$ cat src/msx_cart_pkg.sv
// ----------------------------
// shared widths, constants and the bus FSM encoding
// for the MSX cartridge I/O slice, imported by every module
// ----------------------------
`default_nettype none

package msx_cart_pkg;

	// ----------------------------
	// bus types
	// ----------------------------

	// Z80 I/O address as seen on ta
	typedef logic [7:0] io_addr_t;
	// one byte on td
	typedef logic [7:0] data_t;
	// PWM duty, out of 256
	typedef logic [7:0] level_t;

	// bus slave states
	typedef enum logic [1:0] {
		idle,
		read_wait,
		drive,
		hold
	} bus_state_t;

	// ----------------------------
	// constants
	// ----------------------------

	// gpio port address
	localparam io_addr_t GPIO_PORT = 8'h10;
	// twait length after reset, in clk cycles
	localparam logic [4:0] WAIT_CYCLES = 5'd16;
	// cycles a read may wait for read_ready before the slave gives up
	localparam logic [2:0] READ_TIMEOUT = 3'd4;
	// prescaler period, clk cycles per PWM tick (about 1 MHz)
	localparam logic [5:0] PWM_DIV = 6'd43;
	// tone half period in clk cycles
	localparam logic [25:0] TONE_HALF = 26'd61365;
	// duty during the high phase of the tone
	localparam level_t TONE_LEVEL = 8'hc0;
	// gpo bit that switches the tone on
	localparam int TONE_EN_BIT = 7;
	// strobe synchronizer depth
	localparam int SYNC_STAGES = 2;

endpackage

`default_nettype wire

$ cat src/gpio_port.sv
// ----------------------------
// 8-bit GPIO at one I/O address
// reads give the dip switches, writes load the gpo register
// ----------------------------
`timescale 1ns/1ns
`default_nettype none

module gpio_port import msx_cart_pkg::*; (
	input  logic       clk,
	input  logic       w_n_reset,
	input  io_addr_t   io_addr,
	input  logic       io_read,
	input  logic       io_write,
	input  data_t      wdata,
	input  logic [4:0] dip_sw,
	output logic       read_ready,
	output data_t      rdata,
	output data_t      gpo
);

	// address decode
	logic addr_hit;

	assign addr_hit = (io_addr == GPIO_PORT);

	// ----------------------------
	// output register
	// ----------------------------
	always_ff @(posedge clk) begin
		if (!w_n_reset) begin
			// pins low, tone off
			gpo <= '0;
		end else if (io_write && addr_hit) begin
			gpo <= wdata;
		end
	end

	// ----------------------------
	// switch read
	// ----------------------------
	// one cycle answer, only for our address
	always_ff @(posedge clk) begin
		if (!w_n_reset) begin
			read_ready <= 1'b0;
		end else begin
			read_ready <= io_read & addr_hit;
		end
	end

	// top three bits read as zero
	always_ff @(posedge clk) begin
		if (io_read && addr_hit) begin
			rdata <= {3'b000, dip_sw};
		end
	end

endmodule

`default_nettype wire

$ cat config.mk
export PLATFORM = sky130hd
export DESIGN_NAME = gpio_port
export DESIGN_NICKNAME = d
export VERILOG_FILES = /design/src/msx_cart_pkg.sv /design/src/gpio_port.sv
export SDC_FILE = /design/constraint.sdc
export NUM_CORES = 1
export LEC_CHECK = 0
export ABC_AREA = 1
export BUFFER_PORTS_ARGS = -buffer_cell sky130_fd_sc_hd__buf_2
export CAP_MARGIN = 20
export CORE_MARGIN = 2
export CORE_UTILIZATION = 42
export CTS_CLUSTER_SIZE = 30
export DETAILED_ROUTE_END_ITERATION = 10
export PLACE_DENSITY_LB_ADDON = 0.2
export SKIP_LAST_GASP = 1
export SYNTH_ARGS = -nofsm -noshare
export SYNTH_HDL_FRONTEND = slang
export SYNTH_SLANG_ARGS = --single-unit
$ cat constraint.sdc
create_clock -name clk -period 2.6 [get_ports clk]
set_clock_uncertainty 0.2 [all_clocks]
set_input_delay 0.26 -clock clk [delete_from_list [all_inputs] [get_ports clk]]
set_output_delay 0.26 -clock clk [all_outputs]
set_load 0.005 [all_outputs]
==> out/summary.txt <==
Fin. Hold Viols -> 0
CTS Hold Bufs -> 5
Most frequent CP cell -> nand2_1
Post-Syn Area -> 612 um^2
Maxcap violations -> 0
Pre-CTS setup slack -> 0.935 ns
Commonest cells in the netlist -> nor2_1 (12), inv_1 (11), nand2_1 (11)
Vias post-DR -> 562
Nets -> 142
Core ar. -> 0.00133 mm^2
Slowest stage delay, CP -> 0.32 ns
Cell taking the most area after synthesis -> dfxtp_1
Clk pwr share -> 36.5%
# resized after CTS -> 0
Fmax achieved -> 0.737 GHz
Synth cell types -> 14
Switch Pwr -> 0.0000857 W
CTS tree -> yes
Sequential area share after synthesis -> 54.0%
Drt total wl -> 1250 um
Pint -> 0.000333 W
WL/cell -> 9.53 um
Count leader, synth -> nor2_1
Switch share -> 20.5%
Synth Area per Inst -> 8.27 um^2
Initial Util -> 45.9%
Status -> complete, no violations
First-pass DRT Iterations -> 4
GRT overflow -> 0
Final period utilization -> 52.2%
Sequential power share -> 54.1%
HP Class -> input pin to flip-flop
Layout area overhead -> 40.9%
Yosys top cell area share -> 29.4%
Crit. End Element -> flip-flop
RePlAce Congestion -> 0.653
Clock root cell -> clkbuf_4
Die X -> 42.2 um
FFs w/ async S/R, synth -> 0%
Lkg Pwr -> 0.460 nW
Required time at the worst-slack endpoint -> 2.38 ns
RSZ-0062 raised after global routing -> false
Setup CP Type -> input pin to flip-flop
Vias in the first global route -> 495
Power per cell area -> 486 mW/mm^2
GRT Total Usage -> 15.3%
Setup TNS -> 0 ns
Clock Pin Slew Worst Setup and Hold Paths -> 0.08 ns
Worst-skew pair later-pin latency -> 0.27 ns
Min setup slack post-route -> 1.24 ns
Peak supply drop -> 0.258 mV
H-tree Lvls -> 1
Longest Clk Path Bufs -> 2
Final min period -> 1.36 ns
Cell Chain, Critical Path -> buf_2, nor2_1, nand2_1, nor2_4, nand2_1, inv_1
Detail Route Antenna Nets -> 0
Kind of start point of the critical path -> input pin
N_diodes -> 0
Slew Limit Fails -> 0
Largest net degree at the start of global routing -> 18
Most used DFF post-synth -> dfxtp_1
Number of vias per cell -> 4.29
Area of the multi-input gates -> 195 um^2
Register Area -> 330 um^2
Synth warn -> 0
Residual DRC count -> 0
Synth Instances -> 74
# IOs -> 42
IO Port Bufs -> 38
Top cells by area, synth -> dfxtp_1 (29%), edfxtp_1 (25%), nor2_1 (7.4%)
Layout cells sized above 1 -> 37.9%
Post-CTS Setup Bufs -> 0
CP Max Fanout -> 17
Post-synth EDFFs -> 5
Post-DP HPWL -> 931 um
Die ar. -> 0.00178 mm^2
Setup violators final -> 0
Crit path DAT -> 1.13 ns
Global-route wire length before repair -> 2050 um
Slowest CP cell -> nor2_4
Combinational fraction of design power -> 9.3%
Number of fill cells in the layout -> 123
Detailed Route Iter0 Violations -> 8
Seq cells post-synth -> 14
Fin util -> 64.6%
CTS Sinks -> 14
DIE HEIGHT -> 42.2 um
CTS Buf Count -> 3
Row cnt -> 13
Initial antenna violation count -> 0
## cell type report
cell class / instances / area share (%)
multi-input combinational: 44 / 22.6
sequential: 14 / 38.3
inverter: 11 / 4.79
timing repair buffer: 43 / 27.9
clock buffer: 4 / 4.21
tap: 15 / 2.18
## power groups by stage
stage	registers (W)	clock network, W	logic, W
detailed placement	0.000232	0	0.0000332
floorplan	0.000232	0	0.0000190
CTS	0.000227	0.000160	0.0000392
global placement	0.000232	0	0.0000324
finish	0.000227	0.000153	0.0000392
global route	0.000227	0.000169	0.0000446
## cells by family (layout without fill, tap and decap cells)
kind of cell | count (synthesis) | count (layout) | share of synthesized area [%]
buffers and inverters | 18 | 58 | 15.3
and+or+nand+nor | 33 | 33 | 23.5
other | 1 | 3 | 0.613
AOI/OAI and AO/OA | 8 | 8 | 6.54
DFF | 14 | 14 | 54.0
## state kept, by name (all words and copies together) (netlist names)
register / flops
rdata: 5
gpo: 8
read_ready: 1
## cell usage in the layout, fill, tap and decap left out, drive strengths merged
cell and instances:
buf 38, nor2 14, nand2 11, inv 11, dfxtp 9, a21oi 8
nand3 8, dlygate4sd3 5, edfxtp 5, clkbuf 4, conb 3
## worst max-delay path: cells and delay by family
family	cells	cell delay, ns
and+or+nand+nor	4	0.61
buffers and inverters	2	0.26
## metal layers
layer	vias up	track usage [%]	part of all wire (%)
li1	307	-	-
met1	228	18.9	44
met2	25	24.3	48
met3	2	3.02	6.6
met4	0	9.38	0.96
met5	-	0	0
## worst paths after layout
kind | start | to | slack (ns) | cells after the start
max | io_addr[3] | rdata[3]$_DFFE_PP_ | 1.24 | 6
min | io_read | read_ready$_SDFF_PN0_ | 0.03 | 3
max reg2reg | gpo[2]$_SDFFE_PN0P_ | gpo[2]$_SDFFE_PN0P_ | 1.78 | 2
min reg2reg | gpo[5]$_SDFFE_PN0P_ | gpo[5]$_SDFFE_PN0P_ | 0.29 | 2
## through the flow
| stage | instances | instance area (um^2) | total power, W | hold WS, ns |
|---|---|---|---|---|
| after global placement | 122 | 776 | 0.000264 | 0.244 |
| after detailed placement | 122 | 776 | 0.000265 | 0.242 |
| final | 131 | 862 | 0.000419 | 0.0297 |
| after floorplan | 76 | 619 | 0.000251 | 0.159 |
| after global routing | 131 | 862 | 0.000440 | 0.0287 |
| after CTS | 131 | 862 | 0.000426 | 0.0234 |
No activity file was read; power rests on OpenSTA's default activity.
