$ cat src/msx_cart_pkg.sv
// ----------------------------
// shared widths, constants and the bus FSM encoding
// for the MSX cartridge I/O slice, imported by every module
// ----------------------------
`default_nettype none

package msx_cart_pkg;

	// ----------------------------
	// bus types
	// ----------------------------

	// Z80 I/O address as seen on ta
	typedef logic [7:0] io_addr_t;
	// one byte on td
	typedef logic [7:0] data_t;
	// PWM duty, out of 256
	typedef logic [7:0] level_t;

	// bus slave states
	typedef enum logic [1:0] {
		idle,
		read_wait,
		drive,
		hold
	} bus_state_t;

	// ----------------------------
	// constants
	// ----------------------------

	// gpio port address
	localparam io_addr_t GPIO_PORT = 8'h10;
	// twait length after reset, in clk cycles
	localparam logic [4:0] WAIT_CYCLES = 5'd16;
	// cycles a read may wait for read_ready before the slave gives up
	localparam logic [2:0] READ_TIMEOUT = 3'd4;
	// prescaler period, clk cycles per PWM tick (about 1 MHz)
	localparam logic [5:0] PWM_DIV = 6'd43;
	// tone half period in clk cycles
	localparam logic [25:0] TONE_HALF = 26'd61365;
	// duty during the high phase of the tone
	localparam level_t TONE_LEVEL = 8'hc0;
	// gpo bit that switches the tone on
	localparam int TONE_EN_BIT = 7;
	// strobe synchronizer depth
	localparam int SYNC_STAGES = 2;

endpackage

`default_nettype wire

$ cat src/pwm_dac.sv
// ----------------------------
// 8-bit PWM sound output on tsnd
// ramp steps once per prescaler tick
// ----------------------------
`timescale 1ns/1ns
`default_nettype none

module pwm_dac import msx_cart_pkg::*; (
	input  logic   clk,
	input  logic   w_n_reset,
	input  level_t level,
	output logic   tsnd
);

	// prescaler, counts PWM_DIV-1 down to 0
	logic [5:0] pre_cnt;
	logic       tick;
	// 8-bit ramp
	logic [7:0] ramp;
	// level held for a whole ramp
	level_t     level_q;

	// ----------------------------
	// prescaler
	// ----------------------------
	always_ff @(posedge clk) begin
		if (!w_n_reset) begin
			pre_cnt <= PWM_DIV - 6'd1;
		end else if (tick) begin
			pre_cnt <= PWM_DIV - 6'd1;
		end else begin
			pre_cnt <= pre_cnt - 6'd1;
		end
	end

	assign tick = (pre_cnt == 6'd0);

	// ----------------------------
	// ramp and compare
	// ----------------------------
	always_ff @(posedge clk) begin
		if (!w_n_reset) begin
			ramp    <= '0;
			level_q <= '0;
			tsnd    <= 1'b0;
		end else begin
			if (tick) begin
				ramp <= ramp + 8'd1;
				// new level when the ramp wraps
				if (ramp == 8'hff) begin
					level_q <= level;
				end
			end
			// high for level_q ticks per ramp
			tsnd <= (ramp < level_q);
		end
	end

endmodule

`default_nettype wire

$ cat config.mk
export PLATFORM = sky130hd
export DESIGN_NAME = pwm_dac
export DESIGN_NICKNAME = d
export VERILOG_FILES = /design/src/msx_cart_pkg.sv /design/src/pwm_dac.sv
export SDC_FILE = /design/constraint.sdc
export NUM_CORES = 1
export LEC_CHECK = 0
export BUFFER_PORTS_ARGS = -buffer_cell sky130_fd_sc_hd__buf_2
export CORE_MARGIN = 2
export CORE_UTILIZATION = 51
export CTS_BUF_LIST = sky130_fd_sc_hd__clkbuf_16
export DETAILED_ROUTE_END_ITERATION = 6
export PLACE_DENSITY = 0.79
export SLEW_MARGIN = 20
export SYNTH_ARGS = -nofsm -noshare
export SYNTH_HDL_FRONTEND = slang
export SYNTH_SLANG_ARGS = --single-unit
$ cat constraint.sdc
create_clock -name clk -period 1.5 [get_ports clk]
set_input_delay 0.075 -clock clk [delete_from_list [all_inputs] [get_ports clk]]
set_output_delay 0.075 -clock clk [all_outputs]
set_load 0.02 [all_outputs]
==> summary.txt, run 1 <==
Flop pwr share -> 47.7%
Max layer used -> met4
Cell types occupying the most area after synthesis -> dfxtp_1 39%, ha_1 11%, mux2i_1 7.6%, nand2_1 6.7%, inv_1 3.5%
Share of cells above drive strength 1 -> 28.6%
Most used flip-flop cell after synthesis -> dfxtp_1
Hold Crit Class -> in -> reg
Root Buffer -> clkbuf_16
Aggregate global-route resource usage -> 22.1%
Syn Area/Cell -> 9.17 um2
Comb pwr share -> 8.6%
Failing checks -> setup timing
Top-count cell post-synth -> dfxtp_1
CP max stage cell -> or4_4
Ys async rst share -> 0%
# rows -> 17
Wl on met1 -> 1.19 mm
Yosys warns -> 0
CTS tree -> built
Net switching power -> 303 uW
CP Data Arrival Time -> 1710 ps
DRT Pass-1 Iters -> 4
Worst skew pair latency -> 260 ps
Effective utilization at floorplan -> 53.5%
Fill count -> 172
Antenna violations before repair -> 0
Total CTS buffers -> 3
Vias -> 1058
Clk sinks -> 23
Post-synth EDFFs -> 0
H-Tree Depth -> 1
Largest net degree at the start of global routing -> 24
Clk buf depth -> 2
Clk slew on worst S/H paths -> 60 ps
Worst path max stage delay -> 470 ps
Remaining global-route overflow -> 0
Synth-to-layout area growth -> 29.0%
Vias in the first global route -> 1009
Num ports -> 11
Critical path, cell by cell -> inv_2 -> ha_4 -> nand4bb_1 -> buf_4 -> or4_4 -> a21oi_2
Final WL -> 2.83 mm
Die ar. -> 2720 um2
Switch share -> 22.4%
Worst-path maximum fanout -> 3
Hold slack final -> 61.7 ps
Period utilization -> 101%
P_int -> 1050 uW
Post-layout instance area -> 1530 um2
Critical path required time -> 1700 ps
# port buffers -> 10
Worst VDD drop -> 0.000842 V
Routed wl met2 -> 1.50 mm
Clock skew -> 2.88 ps
DRC errors left -> 0
Crit end category -> register
Setup ws final -> -9.59 ps
F_max -> 662 MHz
Mapped Cells -> 129
Final setup TNS -> -9.59 ps
Max cap viols -> 0
Final #Nets -> 175
Slew margin rel. -> 66.0%
Post-synth top area share -> 38.9%
Worst Setup Start Kind -> register
First-pass GRT wire length -> 4.34 mm
Crit-path leading delay family -> simple AND/OR/NAND/NOR gates
Detailed placement HPWL -> 1.91 mm
Synth unique cells -> 30
Worst-Margin Slew -> 506 ps
Die height -> 52.2 um
Placed cell areas -> 1370 um2
Routability Congestion -> 0.828
N_diodes -> 0
Clock Power Share -> 43.7%
CP Class -> reg -> reg
PwrDens -> 885 nW/um2
Syn nets -> 149
DR iter-0 viols -> 41
Synthesized area -> 1180 um2
Met3 routed WL -> 102 um
RSZ-0062 raised after global routing -> yes
Worst path bufs/invs -> 2
Setup violations, final -> 1
Fin crit period -> 1510 ps
Core area -> 2210 um2
Fin. Hold Viols -> 0
Status -> complete, but fails checks
Final ANT Viol Nets -> 0
Leak -> 0.000568 uW
Fin. max-slew vios -> 0
Commonest cells post-synth -> 23 x dfxtp_1, 21 x nand2_1, 11 x inv_1
Seq cells post-synth -> 23
WL/cell -> 15.6 um
DIE WIDTH -> 52.2 um
Detailed-route vias per instance -> 5.81
Area leader, netlist -> dfxtp_1
Hold_buf cts -> 0
Pre-CTS WS -> -131 ps
Total power -> 1350 uW
Register area share after synthesis -> 38.9%
## final cells by class
class	count	area (um2)	area share, %
Clock inverter	1	7.51	0.492
Clock buffer	3	75.1	4.92
Timing Repair Buffer	23	160	10.5
Sequential cell	23	463	30.4
Tap cell	28	35.0	2.30
Multi-Input combinational cell	93	743	48.7
Inverter	11	41.3	2.71
## flip-flops by register name, summed over array words and instances, names as in the netlist
register / count
tsnd: 1
pre_cnt: 6
ramp: 8
level_q: 8
## cell usage in the layout (no fill, tap or decap), types with 4 or more instances in the layout
cell / instances
dfxtp_1: 21
nand2_1: 21
a21oi_1: 5
o21ai_0: 4
ha_1: 7
inv_1: 9
buf_2: 10
mux2i_1: 9
buf_4: 12
## cell families after synthesis
group / synth area share (%)
DFF: 38.9
buffers and inverters: 4.13
muxes: 7.62
xor gates and xnor gates: 2.22
AOI/OAI and AO/OA: 12.7
adders and majority gates: 10.6
and+or+nand+nor: 23.8
## per-layer routing
metal / GRT usage (%) / vias to the layer above
met5: 0 / -
met4: 9.83 / 0
met3: 6.61 / 5
met2: 36.5 / 23
met1: 26.2 / 518
li1: - / 512
## power by group through the flow
stage	Clock (uW)	Combinational (uW)	Sequential, uW
2_1_floorplan	0	61.8	654
3_3_place_gp	0	101	654
3_5_place_dp	0	105	654
4_1_cts	605	112	641
5_1_grt	624	132	645
6_report	590	116	644
## stage by stage
stage / instances / util, %
after floorplan: 129 / -
after global placement: 177 / 61.7
after detailed placement: 177 / 61.7
after CTS: 182 / 66.7
after global routing: 182 / 68.9
final: 182 / 68.9
## worst register-to-register path, delay by kind of cell (launching register included)
| kind | cells | cell delay (ps) |
|---|---|---|
| DFF | 1 | 320 |
| adders and majority gates | 1 | 140 |
| and+or+nand+nor | 2 | 610 |
| buffers and inverters | 2 | 240 |
| AOI/OAI and AO/OA | 1 | 130 |
## worst paths after layout
path	startpoint	end	slack (ps)	depth (start not counted)
hold / removal	level[5]	level_q[5]	60	3
hold reg to reg	level_q[1]	level_q[1]	460	2
setup / recovery	pre_cnt[1]	ramp[6]	-10	6
setup reg to reg	pre_cnt[1]	ramp[6]	-10	6
## timing repair
action | CTS | global route
buffers inserted | 1 | 0
endpoints found under the setup margin | 8 | 16
pin swaps | 3 | 4
hold endpoints to repair | 0 | 0
resized for setup | 8 | 10
No activity file was read; power rests on OpenSTA's default activity.
==> run 2, diff against run 1 <==
MAX_ROUTING_LAYER = met4   (was not set)
==> run 2 against run 1 <==
  * The flow still finishes with violations (setup timing)
  * Total power is 0.15% higher
  * Setup slack better by 1.1 ps
  * Worst hold slack hardly changed
  * Via count is 0.95% lower
  * Utilization did not move
  * Combinational power about the same
  * Register-to-register slack about the same
  * Non-clock buffer count unchanged
  * Critical endpoint unchanged
  * Largest cell class unchanged
  * Highest routed layer unchanged
==> summary.txt, run 2 (same netlist as run 1, synthesis figures left out) <==
Hold EP -> level_q[5]
Post-layout instance area -> 1530 um2 (unchanged)
Final std cells w/o fill -> 182 (unchanged)
Max cap viols -> 0 (unchanged)
PwrDens -> 886 nW/um2 (+0.15%)
Effective utilization at floorplan -> 53.5% (unchanged)
Flop pwr share -> 47.6% (about the same)
Clk slew on worst S/H paths -> 60 ps (about the same)
Die ar. -> 2720 um2 (unchanged)
Worst Setup Start Kind -> register
DR iter-0 viols -> 41 (unchanged)
DRT Pass-1 Iters -> 4 (unchanged)
Comb pwr share -> 8.6% (about the same)
N_diodes -> 0 (unchanged)
WL/cell -> 15.5 um (-0.49%)
Period utilization -> 101% (about the same)
Worst path bufs/invs -> 2 (unchanged)
Worst Hold Path Cells -> 3 (unchanged)
Pre-CTS WS -> -131 ps (unchanged)
Root Buffer -> clkbuf_16
Worst path max stage delay -> 470 ps (about the same)
Leak -> 0.000568 uW (unchanged)
Worst VDD drop -> 0.000851 V (+1.1%)
Clk sinks -> 23 (unchanged)
Failing checks -> setup timing
First-pass GRT wire length -> 4.33 mm (-0.16%)
Fin. Hold Viols -> 0 (unchanged)
Core area -> 2210 um2 (unchanged)
Crit-path leading delay family -> simple AND/OR/NAND/NOR gates
CTS tree -> built
Worst R2R Start -> pre_cnt[1]
DIE WIDTH -> 52.2 um (unchanged)
Hold Crit Class -> in -> reg
R2R depth -> 6 (unchanged)
Crit end category -> register
Setup violations, final -> 1 (unchanged)
Detailed-route vias per instance -> 5.76 (-0.95%)
Final setup TNS -> -8.50 ps (+1.09 ps)
CP max stage cell -> or4_4
Switch share -> 22.5% (+0.12 points)
Routability Congestion -> 0.840 (+1.5%)
Vias -> 1048 (-0.95%)
Worst-path maximum fanout -> 3 (unchanged)
Critical path required time -> 1700 ps (about the same)
# port buffers -> 10 (unchanged)
Final #Nets -> 175 (unchanged)
Number of cells on the critical path -> 6 (unchanged)
Slew margin rel. -> 66.0% (about the same)
Aggregate global-route resource usage -> 22.6% (+0.57 points)
Top flop regs -> level_q x8, ramp x8, pre_cnt x6
RR Endpoint -> ramp[6]
Fin. max-slew vios -> 0 (unchanged)
CP Data Arrival Time -> 1710 ps (about the same)
Clock Power Share -> 43.9% (+0.2 points)
Fin crit period -> 1510 ps (-1.09 ps)
Critical path, cell by cell -> inv_2 -> ha_4 -> nand4bb_1 -> buf_4 -> or4_4 -> a21oi_2
Synth-to-layout area growth -> 29.0% (unchanged)
R2R setup slack -> -8 ps (about the same)
Vias in the first global route -> 1010 (+0.099%)
P_int -> 1050 uW (about the same)
Num ports -> 11 (unchanged)
CP Class -> reg -> reg
Final ANT Viol Nets -> 0 (unchanged)
Worst-Margin Slew -> 505 ps (-0.832 ps)
Placed cell areas -> 1370 um2 (unchanged)
RSZ-0062 raised after global routing -> yes
Remaining global-route overflow -> 0 (unchanged)
Hold path start -> level[5]
Most frequent cells in the layout -> 21 x nand2_1, 21 x dfxtp_1, 12 x buf_4, 10 x buf_2
H-Tree Depth -> 1 (unchanged)
Net switching power -> 305 uW (+0.68%)
Final WL -> 2.82 mm (-0.49%)
DRC errors left -> 0 (unchanged)
F_max -> 663 MHz (about the same)
Total CTS buffers -> 3 (unchanged)
Die height -> 52.2 um (unchanged)
Antenna violations before repair -> 0 (unchanged)
Clk buf depth -> 2 (unchanged)
# rows -> 17 (unchanged)
Placed cell count -> 177 (unchanged)
Share of cells above drive strength 1 -> 28.6% (unchanged)
Detailed placement HPWL -> 1.91 mm (unchanged)
Status -> complete, but fails checks
Worst skew pair latency -> 260 ps (about the same)
Setup ws final -> -8.50 ps (+1.09 ps)
Largest net degree at the start of global routing -> 24 (unchanged)
Clock skew -> 2.17 ps (-0.710 ps)
==> run 2: cell counts in the layout (fill, tap and decap cells not counted) <==
No cell type changed its count.
==> run 2: power groups by stage <==
stage	Sequential, uW	Combinational [uW]	Clock [uW]
2_1_floorplan	654	61.8	0
3_3_place_gp	654	101	0
3_5_place_dp	654	105	0
4_1_cts	641	112	605
5_1_grt	645	132	624
6_report	643	116	593
==> run 2: through the flow <==
stage	power (uW)	hold WS (ps)	util [%]
2_1_floorplan	716	217	-
3_3_place_gp	755	323	61.7
3_5_place_dp	760	333	61.7
4_1_cts	1360	59.3	66.7
5_1_grt	1400	76.3	68.9
6_report	1350	61.7	68.9
==> run 2: timing repair <==
item / CTS / global route
buffers inserted: 1 / 0
resized for setup: 8 / 10
pin swaps: 3 / 4
cloned: 0 / 0
hold buffers: 0 / 0
setup endpoints to repair: 8 / 16
==> run 2: worst max path at each step <==
stage	from	endpoint	slack, ps
finish	pre_cnt[1]	ramp[6]	-8
global route	pre_cnt[1]	ramp[6]	-50
CTS	level_q[3]	tsnd	20
detailed placement	level_q[3]	tsnd	-130
global placement	pre_cnt[0]	ramp[3]	60
floorplan	pre_cnt[0]	ramp[6]	20
==> run 2: per-layer routing <==
metal  wire, um  global-route usage [%]  part of all wire, %  vias up
li1           -                       -                    -      511
met1       1180                    26.2                   42      517
met2       1500                    36.5                   53       15
met3         99                    6.61                  3.5        5
met4         38                    9.83                  1.3        0
met5          0                       -                    0        -
==> run 2: worst min-delay path, stage by stage <==
cell and delay [ps]:
buf_2 100, nand2_1 40, mux2i_1 60
==> run 2: area by class of cell <==
class	instances	area, um2
multi-input combinational	93	743
fill	172	687
sequential	23	463
timing repair buffer	23	160
clock buffer	3	75.1
inverter	11	41.3
tap	28	35.0
clock inverter	1	7.51
