===== config.mk =====
export PLATFORM = sky130hd
export DESIGN_NAME = tone_gen
export DESIGN_NICKNAME = d
export VERILOG_FILES = /design/src/msx_cart_pkg.sv /design/src/tone_gen.sv
export SDC_FILE = /design/constraint.sdc
export NUM_CORES = 1
export LEC_CHECK = 0
export BUFFER_PORTS_ARGS = -buffer_cell sky130_fd_sc_hd__buf_2
export CAP_MARGIN = 20
export CORE_MARGIN = 1
export CORE_UTILIZATION = 45
export DETAILED_ROUTE_END_ITERATION = 10
export GPL_TIMING_DRIVEN = 0
export PLACE_DENSITY = 0.65
export REMOVE_ABC_BUFFERS = 1
export SKIP_CTS_REPAIR_TIMING = 1
export SLEW_MARGIN = 20
export SYNTH_ARGS = -nofsm -noshare
export SYNTH_HDL_FRONTEND = slang
export SYNTH_SLANG_ARGS = --single-unit

===== constraint.sdc =====
create_clock -name clk -period 2 [get_ports clk]
set_input_delay 0.2 -clock clk [delete_from_list [all_inputs] [get_ports clk]]
set_output_delay 0.2 -clock clk [all_outputs]
set_load 0.01 [all_outputs]

===== src/msx_cart_pkg.sv =====
// ----------------------------
// shared widths, constants and the bus FSM encoding
// for the MSX cartridge I/O slice, imported by every module
// ----------------------------
`default_nettype none

package msx_cart_pkg;

	// ----------------------------
	// bus types
	// ----------------------------

	// Z80 I/O address as seen on ta
	typedef logic [7:0] io_addr_t;
	// one byte on td
	typedef logic [7:0] data_t;
	// PWM duty, out of 256
	typedef logic [7:0] level_t;

	// bus slave states
	typedef enum logic [1:0] {
		idle,
		read_wait,
		drive,
		hold
	} bus_state_t;

	// ----------------------------
	// constants
	// ----------------------------

	// gpio port address
	localparam io_addr_t GPIO_PORT = 8'h10;
	// twait length after reset, in clk cycles
	localparam logic [4:0] WAIT_CYCLES = 5'd16;
	// cycles a read may wait for read_ready before the slave gives up
	localparam logic [2:0] READ_TIMEOUT = 3'd4;
	// prescaler period, clk cycles per PWM tick (about 1 MHz)
	localparam logic [5:0] PWM_DIV = 6'd43;
	// tone half period in clk cycles
	localparam logic [25:0] TONE_HALF = 26'd61365;
	// duty during the high phase of the tone
	localparam level_t TONE_LEVEL = 8'hc0;
	// gpo bit that switches the tone on
	localparam int TONE_EN_BIT = 7;
	// strobe synchronizer depth
	localparam int SYNC_STAGES = 2;

endpackage

`default_nettype wire


===== src/tone_gen.sv =====
// ----------------------------
// square wave test tone, gives a PWM level to the DAC
// ----------------------------
`timescale 1ns/1ns
`default_nettype none

module tone_gen import msx_cart_pkg::*; (
	input  logic   clk,
	input  logic   w_n_reset,
	input  logic   tone_en,
	output level_t level
);

	// half period counter
	logic [25:0] half_cnt;
	// current tone phase, 1 = high
	logic        phase;

	always_ff @(posedge clk) begin
		if (!w_n_reset) begin
			half_cnt <= '0;
			phase    <= 1'b0;
		end else if (!tone_en) begin
			// silent and restarted from the low phase
			half_cnt <= '0;
			phase    <= 1'b0;
		end else if (half_cnt == TONE_HALF - 26'd1) begin
			half_cnt <= '0;
			phase    <= ~phase;
		end else begin
			half_cnt <= half_cnt + 26'd1;
		end
	end

	// phase is already 0 while disabled
	assign level = phase ? TONE_LEVEL : '0;

endmodule

`default_nettype wire


==> run metrics, run 1 <==
status=complete, but fails checks; failing checks=negative setup slack; Reg2Reg Depth=8; crit-path cells=inv_2 -> ha_4 -> or3b_4 -> or4_4 -> buf_6 -> o21bai_4 -> clkbuf_16 -> nor2_1; CP peak stage delay=570 ps; Leakage=0.460 nW; commonest non-fill, non-tap cell in the layout=dfxtp_1; Seq/Total Area, Yosys=0.412; Tcrit/Tclk final=1.07; hold crit path type=in2reg; nets@finish=174; Clock Skews=1.35 ps; post-synth cell types=24; Bufs and invs on worst path=3; synth top area cells=dfxtp_1, xnor2_1, buf_4, or3_1, nor2_1; Final Hold Vio Count=0; final max-slew violation count=0; Worst-Skew Late Latency=340 ps; H-tree depth=1; Syn Area/Cell=8.36 sq um; Clock Sinks=27; DRT antenna net count=0; # setup viols final=26; Final GP Congestion=0.752; grt met3 use=0.0488; Setup Crit Path Kind=reg2reg; post-synth top area cell=dfxtp_1; CP startpoint=half_cnt[0]; Synth warnings=0; synthesized flop and latch total=27; Critical Path Slowest Stage Cell=or4_4; Syn Inst Count=157; DP Wirelength=1.70 mm; Num CTS Buffers=3; clk slew on worst S/H paths=150 ps; Die ar.=0.00314 sq mm; PortBufs=4; Worst Hold Depth=3; drt wl/cell=15.0 um; utilization after layout=0.564; Area after DPL=0.00131 sq mm; grt ovf=0; clk buf depth=2; CTS tree=yes; Synth top area share=0.412; Pwr Total=0.846 mW; DRC Markers=0; Final min period=2140 ps; Vias/cell=5.62; Crit. End Element=register; starting density of the core=0.476; vias in the first global route=1042; Multi-input gate area=782 sq um; Max IR drop VDD=0.000511 V; CP startpoint kind=register; num rows=19; Core Region=0.00276 sq mm; RSZ-0062 raised after global routing=yes; via count=1118; Final Cell Area=0.00156 sq mm; Initial DRC Count=26; MaxCap Viol Count=0; min-delay src=tone_en; ANT cells=0; Die X=56.0 um; Ports=11; met1 Track Usage GR=0.197; first-pass GRT wire length=4.35 mm; Tot GR Track Use=0.174; First-pass DRT Iterations=6; Storage cell area=548 sq um; share of cells above drive strength 1=0.250; Area growth syn-to-layout=18.5%; Worst Hold End=phase; initial antenna violation count=0; root buf cell=clkbuf_4; # fillers=257; R2R Path Start=half_cnt[0]; Total Wirelength=2.98 mm; crit-path max FO=6; largest net degree at the start of global routing=27; setup ws final=-138 ps; reg-to-reg endpoint=half_cnt[13]; WP data required=2260 ps; GRT busiest layer=met2; WP data arrival=2390 ps; R2R Setup Slk=-140 ps; pwr dens=544 mW/mm^2; most frequent cells in the layout=dfxtp_1, nor2_1, xnor2_1; Syn Std Cell Area=0.00131 sq mm; CP delay by family, top=simple AND/OR/NAND/NOR gates; Die Y=56.0 um; Fmax=0.468 GHz; met2 GRT Util=0.308
[kinds of logic (layout without fill, tap and decap cells)]
group,after synthesis,in the layout,synth area share
AOI/OAI and AO/OA,27,28,0.119
xor gates and xnor gates,12,12,0.0801
adders and majority gates,2,2,0.0191
buffers and inverters,20,24,0.0858
DFF,27,27,0.412
other,1,6,0.00286
and+or+nand+nor,68,69,0.281
[worst max path at each step]
stage	cells after the start	end	slack, ps
after detailed placement	6	half_cnt[2]	-390
final	8	half_cnt[13]	-140
after global routing	8	half_cnt[12]	-200
after global placement	6	half_cnt[8]	-320
after floorplan	6	half_cnt[10]	-80
after CTS	6	half_cnt[20]	-410
[flip-flops by register name, summed over array words and instances, names as in the netlist]
signal,count
half_cnt,26
phase,1
[synthesized netlist by cell type (all sizes together)]
library cell  count
ha                2
nand3             7
or4b              1
or3b              1
nand4             6
clkbuf            2
xnor2            11
o21ai            10
or4               8
a21oi            13
nor3              4
and4              2
or3              11
and2              1
dfxtp            27
xor2              1
inv               8
o21bai            1
conb              1
nor2             18
buf              10
o31ai             3
nand2             9
[layout make-up]
| type | count | share of cell area |
|---|---|---|
| Clock inverter | 1 | 0.00483 |
| Timing Repair Buffer | 12 | 0.0813 |
| Multi-Input combinational cell | 117 | 0.503 |
| Clock buffer | 3 | 0.0145 |
| Sequential cell | 27 | 0.352 |
| Inverter | 8 | 0.0193 |
| Tap cell | 31 | 0.0249 |
[tightest hold or removal path, delay by kind of cell]
kind	cells	cell delay [ps]
simple gates	1	140
buf+inv	1	100
compound gates	1	50
[stage by stage]
step	TNS [ps]	setup slack, ps	hold WS, ps	std cells
after floorplan	-1770	-77.2	340	150
after global placement	-8030	-320	450	185
after detailed placement	-9560	-387	469	185
after CTS	-10140	-413	100	189
after global routing	-4450	-201	169	199
final	-2680	-138	170	199
[layer usage]
metal	wire, um	up-vias
met4	43	0
met1	1290	536
met2	1550	15
li1	-	563
met5	0	-
met3	93	4
[where the power goes]
group          leakage [nW]  switching (mW)  total (mW)  internal (mW)
clock                0.0139           0.174       0.251         0.0769
combinational         0.226          0.0266      0.0529         0.0263
sequential            0.220         0.00266       0.542          0.540
Note: power is estimated with default switching activity, not from simulation.
==> inputs of run 2 (changes only) <==
ABC_AREA = 1   (was unset)
PLACE_DENSITY = unset   (was 0.65)
==> run metrics, run 2 <==
status=finished clean; final max-slew violation count=0; Tot GR Track Use=0.185; grt ovf=0; top post-synthesis cells by count=nand2_1, nor2_1, dfxtp_1; Tcrit/Tclk final=0.759; worst hold slack=186 ps; drt wl/cell=10.2 um; post-synth cell types=22; initial antenna violation count=0; power share of the clock group=0.306; utilization after layout=0.505; Seq pwr share=0.665; Die X=60.8 um; post-synth top area cell=dfxtp_1; Worst-Skew Late Latency=340 ps; most frequent cells in the layout=nand2_1, nor2_1, dfxtp_1; first-pass GRT wire length=5.00 mm; # setup viols final=0; hold crit path type=in2reg; CP startpoint kind=register; Core Region=0.00315 sq mm; Post-synth ARST share=0; Int Power=0.621 mW; Area growth syn-to-layout=2.50%; Final Hold Vio Count=0; Pwr Total=0.816 mW; H-tree depth=1; synthesized flop and latch total=27; Crit. End Element=register; DRT antenna net count=0; Switch Pwr=0.195 mW; vias in the first global route=1149; Sum Neg Setup Slack=0 ps; Fmax=0.659 GHz; Clock Sinks=27; Seq/Total Area, Yosys=0.348; synth top area cells=dfxtp_1, nand2_1, nor2_1, inv_1, xor2_1; nets@finish=247; via count=1293; starting density of the core=0.493; Post-synth EDFFs=0; CTS tree=yes; Initial DRC Count=53; DP Wirelength=2.25 mm; Synth top area share=0.348; Leakage=0.571 nW; largest reg by FF count=half_cnt; crit-path max FO=26; Final GP Congestion=0.819; Final Cell Area=0.00159 sq mm; clk slew on worst S/H paths=160 ps; Syn Std Cell Area=0.00155 sq mm; Setup Crit Path Kind=reg2reg; Die Y=60.8 um; Combinational Power Share=0.029; PortBufs=4; First-pass DRT Iterations=4; DRC Markers=0; Largest register FFs=26; Max IR drop VDD=0.000268 V; Ports=11; pwr dens=512 mW/mm^2; main flop type after synthesis=dfxtp_1; MaxCap Viol Count=0; ANT cells=0; Vias/cell=4.54; Area after DPL=0.00157 sq mm; Synth warnings=0; largest net degree at the start of global routing=27; Total Wirelength=2.91 mm; clk buf depth=2; Syn Inst Count=238; Clock Skews=9.44 ps; Die ar.=0.00369 sq mm; WP data arrival=1750 ps; RSZ-0062 raised after global routing=no; biggest regs=half_cnt x26, phase x1; most frequent cell after synthesis=nand2_1; Switching Fraction=0.239; root buf cell=clkbuf_4; # fillers=351; Final min period=1520 ps; commonest non-fill, non-tap cell in the layout=nand2_1; WP data required=2230 ps; Syn Area/Cell=6.53 sq um; share of cells above drive strength 1=0.0913; Num CTS Buffers=3; num rows=20
-- run 2: kinds of logic (layout without fill, tap and decap cells) --
group	count (synthesis)	in the layout	synth area share
buffers and inverters	37	35	0.118
XOR/XNOR	13	13	0.0733
flip-flops	27	27	0.348
adder cells (fa/ha/maj)	2	2	0.0161
AND/OR/NAND/NOR	150	150	0.416
other	1	6	0.00241
AO/OA/AOI/OAI	8	8	0.0258
-- run 2: final timing paths --
| kind | from | end | slack (ps) | cells after the start |
|---|---|---|---|---|
| worst min register to register | half_cnt[0] | half_cnt[0] | 490 | 1 |
| worst max-delay path | half_cnt[19] | half_cnt[14] | 480 | 8 |
| worst max register to register | half_cnt[19] | half_cnt[14] | 480 | 8 |
| worst min-delay path | tone_en | phase | 190 | 5 |
-- run 2: layout make-up --
type                       instances  area (sq um)  share of cell area
tap                               44          55.1              0.0346
timing repair buffer               4          20.0              0.0126
clock inverter                     1          5.00             0.00314
clock buffer                       3          22.5              0.0141
sequential                        27           541               0.339
inverter                          27           101              0.0636
multi-input combinational        179           848               0.533
-- run 2: per-stage QoR --
step	cells	worst slack (ps)
finish	285	482
global route	285	343
global placement	281	529
detailed placement	281	494
floorplan	233	722
CTS	285	467
-- run 2: power groups by stage --
stage	Clock (mW)	Combinational [mW]	Sequential, mW
2_1_floorplan	0	0.0182	0.553
3_3_place_gp	0	0.0244	0.554
3_5_place_dp	0	0.0248	0.554
4_1_cts	0.255	0.0249	0.542
5_1_grt	0.286	0.0281	0.543
6_report	0.250	0.0238	0.542
-- run 2: per-layer routing --
metal / vias to the layer above / part of all wire / GRT usage
met5: - / 0 / 0
met4: 0 / 0.024 / 0.0877
met3: 8 / 0.029 / 0.0277
met2: 22 / 0.41 / 0.270
met1: 561 / 0.53 / 0.266
li1: 702 / - / -
-- run 2: critical path, cell delays in order (launching register included) --
cell and delay, ps:
dfxtp_1 380, inv_1 90, nand2_1 50, nor2_1 140, nand2_1 70, nor2_1 220
nand2_2 100, nand2_4 250, nor2_1 100
==> inputs of run 3 (changes only) <==
clock period = 1.4 ns   (was 2 ns; I/O delays follow)
==> run metrics, run 3 (synthesized netlist as in run 2, its figures left out) <==
grt ovf=0; PortBufs=4; vias in the first global route=1149; drt wl/cell=10.8 um; met2 GRT Util=0.270; Final min period=1350 ps; initial antenna violation count=0; CP startpoint kind=register; clk buf depth=2; Final GP Congestion=0.819; nets@finish=249; Leakage=0.616 nW; grt met3 use=0.0277; RSZ-0062 raised after global routing=yes; via count=1310; # fillers=344; DRC Markers=0; Switching Fraction=0.239; most frequent cells in the layout=nand2_1, nor2_1, inv_1; WP data arrival=1590 ps; met1 Track Usage GR=0.266; commonest non-fill, non-tap cell in the layout=nand2_1; largest net degree at the start of global routing=27; MaxCap Viol Count=0; Final Hold Vio Count=0; Switch Pwr=0.280 mW; Clock Skews=10.0 ps; power share of the clock group=0.302; # setup viols final=0; clk slew on worst S/H paths=160 ps; utilization after layout=0.531; final max-slew violation count=0; Die ar.=0.00369 sq mm; Area growth syn-to-layout=7.65%; Int Power=0.891 mW; Largest register FFs=26; GRT busiest layer=met2; first-pass GRT wire length=5.00 mm; num rows=20; hold crit path type=in2reg; Tot GR Track Use=0.185; ANT cells=0; Sum Neg Setup Slack=0 ps; root buf cell=clkbuf_4; biggest regs=half_cnt x26, phase x1; CTS tree=yes; pwr dens=700 mW/mm^2; Num CTS Buffers=3; Combinational Power Share=0.037; Seq pwr share=0.661; starting density of the core=0.493; status=finished clean; Fmax=0.739 GHz; Worst-Skew Late Latency=340 ps; Tcrit/Tclk final=0.966; Die X=60.8 um; Crit. End Element=register; Die Y=60.8 um; Clock Sinks=27; Ports=11; H-tree depth=1; largest reg by FF count=half_cnt; DRT antenna net count=0; Initial DRC Count=59; DP Wirelength=2.25 mm; crit-path max FO=13; Setup Crit Path Kind=reg2reg; share of cells above drive strength 1=0.160; Vias/cell=4.56; Total Wirelength=3.10 mm; WP data required=1640 ps; First-pass DRT Iterations=4; Core Region=0.00315 sq mm; Max IR drop VDD=0.000394 V
-- run 3: cell count changes in the layout (fill, tap and decap cells not counted), moves of 2 or more --
| cell | change |
|---|---|
| dfxtp_2 | +9 |
| nand2_8 | +2 |
| dfxtp_1 | -9 |
| nor2_4 | +2 |
| nor2_1 | -3 |
-- run 3: power groups by stage --
stage	clock network [mW]	registers (mW)	logic (mW)
after floorplan	0	0.791	0.0261
final	0.353	0.775	0.0436
after detailed placement	0	0.791	0.0354
after global routing	0.409	0.776	0.0502
after global placement	0	0.791	0.0349
after CTS	0.364	0.775	0.0356
-- run 3: area by class of cell --
cell class              instances  area [sq um]  share of cell area
well taps                      44          55.1              0.0329
flip-flops and latches         27           552               0.330
clock buffers                   3          22.5              0.0135
multi-input cells             180           910               0.544
repair buffers                  5          27.5              0.0165
inverters                      27           101              0.0606
clock inverters                 1          5.00             0.00299
-- run 3: worst max-delay path: stages (launching register included) --
cell	delay [ps]
dfxtp_1	400
nand2_1	80
inv_1	110
nand3_1	140
nor2_4	200
nand2_4	120
nand2_8	140
nor2_1	70
-- run 3: worst paths after layout --
kind / startpoint / to / slack (ps) / depth (start not counted)
max: half_cnt[4] / half_cnt[14] / 50 / 7
min: tone_en / phase / 270 / 5
max reg2reg: half_cnt[4] / half_cnt[14] / 50 / 7
min reg2reg: half_cnt[0] / half_cnt[0] / 450 / 1
-- run 3: per-stage QoR --
stage               cells  hold WS (ps)  cell area (sq um)  worst slack (ps)  power (mW)
global route          287           297               1670             -20.0        1.24
floorplan             233           374               1490               122       0.817
finish                287           269               1670              47.4        1.17
CTS                   285           127               1590              -133        1.17
global placement      281           455               1570             -70.7       0.826
detailed placement    281           467               1570              -106       0.827
-- run 3: layer usage --
layer  wire length, um  share of wire
met2              1310           0.42
met5                 0              0
met4                58          0.019
met1              1630           0.53
met3                96          0.031
